==> src/logic/accel_data_pkg.sv <==
package accel_data_pkg;

    // Array geometry
    localparam int ROWS = 8;
    localparam int COLS = 8;

    // Operand and result widths
    localparam int ACT_W  = 4;
    localparam int WGT_W  = 4;
    localparam int PSUM_W = 16;

    localparam int ROW_IDX_W = $clog2(ROWS);

    // Activations are unsigned, weights and sums two's complement
    typedef logic [ACT_W-1:0] act_t;
    typedef logic signed [WGT_W-1:0] wgt_t;
    typedef logic signed [PSUM_W-1:0] psum_t;

    // Row of activations, element r at bits [r*ACT_W +: ACT_W]
    typedef logic [ROWS*ACT_W-1:0] act_vec_t;

    // One weight per column
    typedef logic [COLS*WGT_W-1:0] wgt_vec_t;

    // One partial sum per column
    typedef logic [COLS*PSUM_W-1:0] psum_vec_t;

    typedef logic [ROW_IDX_W-1:0] row_idx_t;

endpackage

==> src/logic/accel_ctrl_pkg.sv <==
package accel_ctrl_pkg;

    // Mode levels for the special function stage
    typedef struct packed {
        logic acc;
        logic max_pool_en;
        logic bypass;
    } sfu_ctrl_t;

    // Write of one weight row, column c takes data[c*WGT_W +: WGT_W]
    typedef struct packed {
        logic                     load;
        accel_data_pkg::row_idx_t row;
        accel_data_pkg::wgt_vec_t data;
    } wgt_write_t;

endpackage

==> src/logic/mac_column.sv <==
`timescale 1ns/10ps

module mac_column #(
    parameter int COL_IDX = 0
) (
    input  logic                       clk,
    input  logic                       reset,
    input  accel_ctrl_pkg::wgt_write_t wgt_write_i,
    input  accel_data_pkg::act_vec_t   act_i,
    output accel_data_pkg::psum_t      psum_o
);

    import accel_data_pkg::*;

    wgt_t  wgt_q [ROWS];
    psum_t dot_w;

    // Weight storage, one entry per array row
    always_ff @(posedge clk or posedge reset) begin
        if (reset) begin
            for (int r = 0; r < ROWS; r++) begin
                wgt_q[r] <= '0;
            end
        end else if (wgt_write_i.load) begin
            wgt_q[wgt_write_i.row] <= wgt_write_i.data[COL_IDX*WGT_W +: WGT_W];
        end
    end

    // Zero-extend activations, sign-extend weights
    always_comb begin : dot_product
        psum_t act_ext;
        psum_t wgt_ext;
        act_ext = '0;
        wgt_ext = '0;
        dot_w   = '0;
        for (int r = 0; r < ROWS; r++) begin
            act_ext = psum_t'(act_t'(act_i[r*ACT_W +: ACT_W]));
            wgt_ext = psum_t'(wgt_q[r]);
            dot_w   = dot_w + act_ext * wgt_ext;
        end
    end

    always_ff @(posedge clk or posedge reset) begin
        if (reset) begin
            psum_o <= '0;
        end else begin
            psum_o <= dot_w;
        end
    end

endmodule

==> src/logic/mac_array.sv <==
`timescale 1ns/10ps

module mac_array (
    input  logic                       clk,
    input  logic                       reset,
    input  accel_ctrl_pkg::wgt_write_t wgt_write_i,
    input  accel_data_pkg::act_vec_t   act_i,
    input  accel_ctrl_pkg::sfu_ctrl_t  ctrl_i,
    output accel_data_pkg::psum_vec_t  psum_o,
    output accel_ctrl_pkg::sfu_ctrl_t  ctrl_o
);

    import accel_data_pkg::*;
    import accel_ctrl_pkg::*;

    psum_t col_psum_w [COLS];

    // Each column registers its own sum, so the array adds one cycle
    for (genvar c = 0; c < COLS; c++) begin : g_col
        mac_column #(
            .COL_IDX (c)
        ) u_col (
            .clk         (clk),
            .reset       (reset),
            .wgt_write_i (wgt_write_i),
            .act_i       (act_i),
            .psum_o      (col_psum_w[c])
        );

        assign psum_o[c*PSUM_W +: PSUM_W] = col_psum_w[c];
    end

    // Control follows its data through the same register stage
    sfu_ctrl_t ctrl_q;

    always_ff @(posedge clk or posedge reset) begin
        if (reset) begin
            ctrl_q <= '0;
        end else begin
            ctrl_q <= ctrl_i;
        end
    end

    assign ctrl_o = ctrl_q;

endmodule

==> src/logic/sfu_max_pool.sv <==
`timescale 1ns/10ps

module sfu_max_pool (
    input  logic                      clk,
    input  logic                      reset,
    input  accel_ctrl_pkg::sfu_ctrl_t ctrl_i,
    input  accel_data_pkg::psum_vec_t psum_i,
    output accel_data_pkg::psum_vec_t psum_o
);

    import accel_data_pkg::*;

    logic acc_q;
    logic max_pool_en_q;

    psum_vec_t acc_sum_q;
    psum_vec_t pool_q;
    psum_vec_t acc_next_w;
    psum_vec_t pool_next_w;

    // Window edges from the registered levels
    logic acc_start_w;
    logic acc_out_w;
    logic pool_start_w;
    logic pool_out_w;

    assign acc_start_w  = ctrl_i.acc & ~acc_q;
    assign acc_out_w    = acc_q & ~ctrl_i.acc;
    assign pool_start_w = ctrl_i.max_pool_en & ~max_pool_en_q;
    assign pool_out_w   = max_pool_en_q & ~ctrl_i.max_pool_en;

    for (genvar c = 0; c < COLS; c++) begin : g_col
        psum_t in_w;
        psum_t acc_w;
        psum_t pool_w;
        psum_t sum_w;
        psum_t relu_in_w;
        psum_t relu_acc_w;
        psum_t max_w;

        assign in_w   = psum_i[c*PSUM_W +: PSUM_W];
        assign acc_w  = acc_sum_q[c*PSUM_W +: PSUM_W];
        assign pool_w = pool_q[c*PSUM_W +: PSUM_W];

        assign sum_w      = acc_w + in_w;
        assign relu_in_w  = in_w[PSUM_W-1] ? '0 : in_w;
        assign relu_acc_w = acc_w[PSUM_W-1] ? '0 : acc_w;

        // Both sides already through ReLU
        assign max_w = ($unsigned(pool_w) > $unsigned(relu_in_w)) ? pool_w : relu_in_w;

        assign acc_next_w[c*PSUM_W +: PSUM_W]  = acc_start_w ? in_w : sum_w;
        assign pool_next_w[c*PSUM_W +: PSUM_W] = pool_start_w ? relu_in_w : max_w;

        // Bypass wins, then pooled result, then accumulated result
        assign psum_o[c*PSUM_W +: PSUM_W] = ctrl_i.bypass ? in_w :
                                            pool_out_w    ? pool_w :
                                            acc_out_w     ? relu_acc_w :
                                                            relu_in_w;
    end

    always_ff @(posedge clk or posedge reset) begin
        if (reset) begin
            acc_q         <= 1'b0;
            max_pool_en_q <= 1'b0;
            acc_sum_q     <= '0;
            pool_q        <= '0;
        end else begin
            acc_q         <= ctrl_i.acc;
            max_pool_en_q <= ctrl_i.max_pool_en;
            // Registers hold their value outside a window
            if (ctrl_i.acc) begin
                acc_sum_q <= acc_next_w;
            end
            if (ctrl_i.max_pool_en) begin
                pool_q <= pool_next_w;
            end
        end
    end

endmodule

==> src/logic/psum_accel_top.sv <==
`timescale 1ns/10ps

module psum_accel_top (
    input  logic                       clk,
    input  logic                       reset,
    input  accel_ctrl_pkg::wgt_write_t wgt_write_i,
    input  accel_data_pkg::act_vec_t   act_i,
    input  accel_ctrl_pkg::sfu_ctrl_t  ctrl_i,
    output accel_data_pkg::psum_vec_t  psum_o
);

    import accel_data_pkg::*;
    import accel_ctrl_pkg::*;

    // Array output, control aligned to it
    psum_vec_t array_psum;
    sfu_ctrl_t ctrl_q;

    mac_array u_mac_array (
        .clk         (clk),
        .reset       (reset),
        .wgt_write_i (wgt_write_i),
        .act_i       (act_i),
        .ctrl_i      (ctrl_i),
        .psum_o      (array_psum),
        .ctrl_o      (ctrl_q)
    );

    // Combinational output stage
    sfu_max_pool u_sfu (
        .clk    (clk),
        .reset  (reset),
        .ctrl_i (ctrl_q),
        .psum_i (array_psum),
        .psum_o (psum_o)
    );

endmodule

==> config.mk <==
export PLATFORM = sky130hd
export DESIGN_NAME = psum_accel_top
export DESIGN_NICKNAME = d
export VERILOG_FILES = /design/src/logic/accel_data_pkg.sv /design/src/logic/accel_ctrl_pkg.sv /design/src/logic/mac_column.sv /design/src/logic/mac_array.sv /design/src/logic/sfu_max_pool.sv /design/src/logic/psum_accel_top.sv
export SDC_FILE = /design/constraint.sdc
export NUM_CORES = 2
export LEC_CHECK = 0
export ABC_AREA = 1
export BUFFER_PORTS_ARGS = -buffer_cell sky130_fd_sc_hd__buf_4
export CORE_MARGIN = 4
export CORE_UTILIZATION = 55
export DETAILED_ROUTE_END_ITERATION = 10
export GPL_TIMING_DRIVEN = 0
export PLACE_DENSITY = 0.82
export SLEW_MARGIN = 20
export SYNTH_ARGS = -nofsm -noshare
export SYNTH_HDL_FRONTEND = slang
export SYNTH_SLANG_ARGS = --single-unit
==> constraint.sdc <==
create_clock -name clk -period 44.6 [get_ports clk]
set_input_delay 6.69 -clock clk [delete_from_list [all_inputs] [get_ports clk]]
set_output_delay 6.69 -clock clk [all_outputs]
set_load 0.1 [all_outputs]
==> flow_summary.json <==
{
  "drtIter0Drc": 9701,
  "portBuffers": 193,
  "cts_inserted_buffers": 82,
  "antenna_found_initial": 42,
  "die_h_um": 406,
  "seq_area_frac_synth_pct": 18.3,
  "hold_path_end": "u_sfu.acc_q$_DFF_PP0_",
  "dp_cells": 13400,
  "rsz0062_at_grt": "false",
  "critical_path_class": "in -> reg",
  "clockBufferDepth": 3,
  "rows": 145,
  "r2r_slack_ns": 36.60,
  "num_vias": 79100,
  "yosysWarnings": 0,
  "mostFrequentLayoutCells": "nand2_1, inv_1, fa_1",
  "yosys_register_bits": 637,
  "hold_violations": 0,
  "synth_top_area_share_pct": 28.2,
  "fin_tns_setup_ns": 0,
  "die_w_um": 406,
  "ys_types": 35,
  "finalNonFillerCells": 13600,
  "routabilityCongestion": 1.07,
  "grt_max_degree": 110,
  "cp-start-kind": "input pin",
  "period_share_pct": 33.6,
  "status": "finished clean",
  "tightest_slew_ns": 1.39,
  "max_slew_margin_pct": 7.07,
  "fmax_mhz": 66.8,
  "holdPathStages": 0,
  "hold_start": "u_mac_array.ctrl_o[2]$_DFF_PP0_",
  "io_pins": 201,
  "crit_required_ns": 45.10,
  "clk_latency_ns": 0.74,
  "drc": 0,
  "grt_pass1_vias": 79400,
  "syn-cell-area_mm2": 0.0872,
  "synth_cells": 11200,
  "coreArea_mm2": 0.157,
  "cts_tree": "yes",
  "setup_viol": 0,
  "finClkSkew_ns": 0.0489,
  "htreeDepth": 3,
  "overflow": 0,
  "final.min_clock_period_ns": 14.97,
  "syn_to_final_growth_pct": 8.87,
  "syn-num-nets": 13400,
  "start_util_pct": 55.6,
  "synth_area_leaders": "fa_1, dfrtp_1, ha_1",
  "grt_pass1_wl_um": 498000,
  "wl_per_cell_um": 25.1,
  "layout.nets": 13700,
  "cts_setup_buffers": 0,
  "drive_above_1_share_pct": 4.62,
  "r2r_cells": 20,
  "vias_per_cell": 5.81,
  "report.final.slew_viol_count": 0,
  "final_common_cell": "nand2_1",
  "post-dp-hpwl_um": 270000,
  "r2r-start": "u_mac_array.g_col[5].u_col.wgt_q[23]$_DFFE_PP0P_",
  "track_usage_pct": 41.7,
  "finalWirelength_um": 342000,
  "cts_sinks": 637,
  "drt-pass1-iter-count": 8,
  "cp_data_arrival_time_ns": 15.47,
  "avgSynthCellArea_um2": 7.82,
  "cts_resized": 0,
  "clock_tree.root_cell": "clkbuf_16",
  "yosysTopAreaCell": "fa_1",
  "cts_hold_buf": 0,
  "max-cap-violations": 0,
  "dieArea_mm2": 0.165,
  "hold_path.class": "reg -> reg",
  "clkTransAtPathRegs_ns": 0.06,
  "ant_nets": 0,
  "worst_r2r_endpoint": "u_mac_array.g_col[5].u_col.psum_o[13]$_DFF_PP0_",
  "end_kind": "flip-flop",
  "crit_fanout": 11
}
==> logic make-up (layout without fill, tap and decap cells) <==
kind of cell	after synthesis	count (layout)	synth area share, %
AOI/OAI and AO/OA	996	996	6.45
xor gates and xnor gates	151	151	1.52
DFF	637	637	18.3
and+or+nand+nor	4040	4040	18.3
adders and majority gates	2172	2172	41.8
other	0	38	0
buffers and inverters	3158	3525	13.7
==> state kept, by name, summed over array words and instances (netlist names) <==
name,count
u_sfu.acc_sum_q,128
u_sfu.max_pool_en_q,1
u_mac_array.ctrl_o,3
u_sfu.acc_q,1
u_sfu.pool_q,120
u_mac_array.g_col.u_col.dot_product.wgt_ext,32
u_mac_array.g_col.u_col.psum_o,128
u_mac_array.g_col.u_col.wgt_q,224
==> worst max-delay path by stage <==
stage / start / end / slack (ns) / depth (start not counted)
5_1_grt: act_i[13] / u_mac_array.g_col[5].u_col.psum_o[13]$_DFF_PP0_ / 29.91 / 21
3_3_place_gp: reset / u_mac_array.g_col[0].u_col.wgt_q[28]$_DFFE_PP0P_ / 12.00 / 2
2_1_floorplan: reset / u_mac_array.ctrl_o[0]$_DFF_PP0_ / 20.07 / 1
3_5_place_dp: act_i[13] / u_mac_array.g_col[5].u_col.psum_o[11]$_DFF_PP0_ / 29.53 / 21
6_report: act_i[13] / u_mac_array.g_col[5].u_col.psum_o[13]$_DFF_PP0_ / 29.63 / 21
4_1_cts: act_i[13] / u_mac_array.g_col[5].u_col.psum_o[11]$_DFF_PP0_ / 30.28 / 21
==> stage by stage <==
stage | util [%] | instance area, um^2 | hold WS, ns | setup slack [ns]
global route | 60.4 | 94800 | 0.471 | 29.91
floorplan | - | 87200 | 0.355 | 20.07
finish | 60.5 | 94900 | 0.460 | 29.63
detailed placement | 58.6 | 91900 | 0.435 | 29.53
global placement | 58.1 | 91200 | 0.446 | 12.00
CTS | 60.4 | 94800 | 0.460 | 30.28
==> cell type report <==
type | instances | area, um^2
fill | 13700 | 62000
multi-input combinational | 7359 | 59300
sequential | 637 | 15900
inverter | 2831 | 10600
tap | 2058 | 2570
clock buffer | 113 | 2370
timing repair buffer | 215 | 2010
buffer | 327 | 1440
clock inverter | 39 | 533
antenna | 38 | 95.1
==> Yosys cell counts (all sizes together) <==
| library cell | count |
|---|---|
| nor3b | 3 |
| o32ai | 20 |
| nand4 | 44 |
| clkbuf | 245 |
| dfrtp | 637 |
| a21oi | 298 |
| or2 | 7 |
| o211ai | 23 |
| xnor2 | 50 |
| a21boi | 1 |
| nor3 | 47 |
| ha | 942 |
| xor2 | 101 |
| o21ai | 339 |
| clkinv | 2 |
| nand3b | 1 |
| o22ai | 105 |
| a211oi | 2 |
| a31oi | 133 |
| o21bai | 33 |
| o221ai | 12 |
| nand2 | 2890 |
| nand3 | 417 |
| fa | 1230 |
| and2 | 10 |
| inv | 2829 |
| a21o | 30 |
| nor2 | 621 |
| buf | 82 |
==> worst max-delay path, stage by stage <==
cell and delay [ns]:
buf_4 0.33, clkbuf_1 0.92, clkbuf_2 0.78, nand2_1 0.17, fa_1 0.46, fa_1 0.52, inv_1 0.05, fa_1 0.49
fa_1 0.63, fa_1 0.48, fa_1 0.41, fa_1 0.52, inv_1 0.05, fa_1 0.47, inv_1 0.04, ha_1 0.33
nand2_1 0.06, o21ai_0 0.47, nand4_1 0.22, nand3_1 0.20, xor2_1 1.08
==> layer usage <==
layer	global-route usage [%]	share of wire (%)	routed length, um
met1	49.1	34	116000
met2	59.9	41	140000
met3	17.0	15	50700
met4	33.8	10	35700
met5	0.446	0.057	194
Power is not shown: default switching activity piles up to over one toggle a cycle in this logic, so the estimate is an artifact.
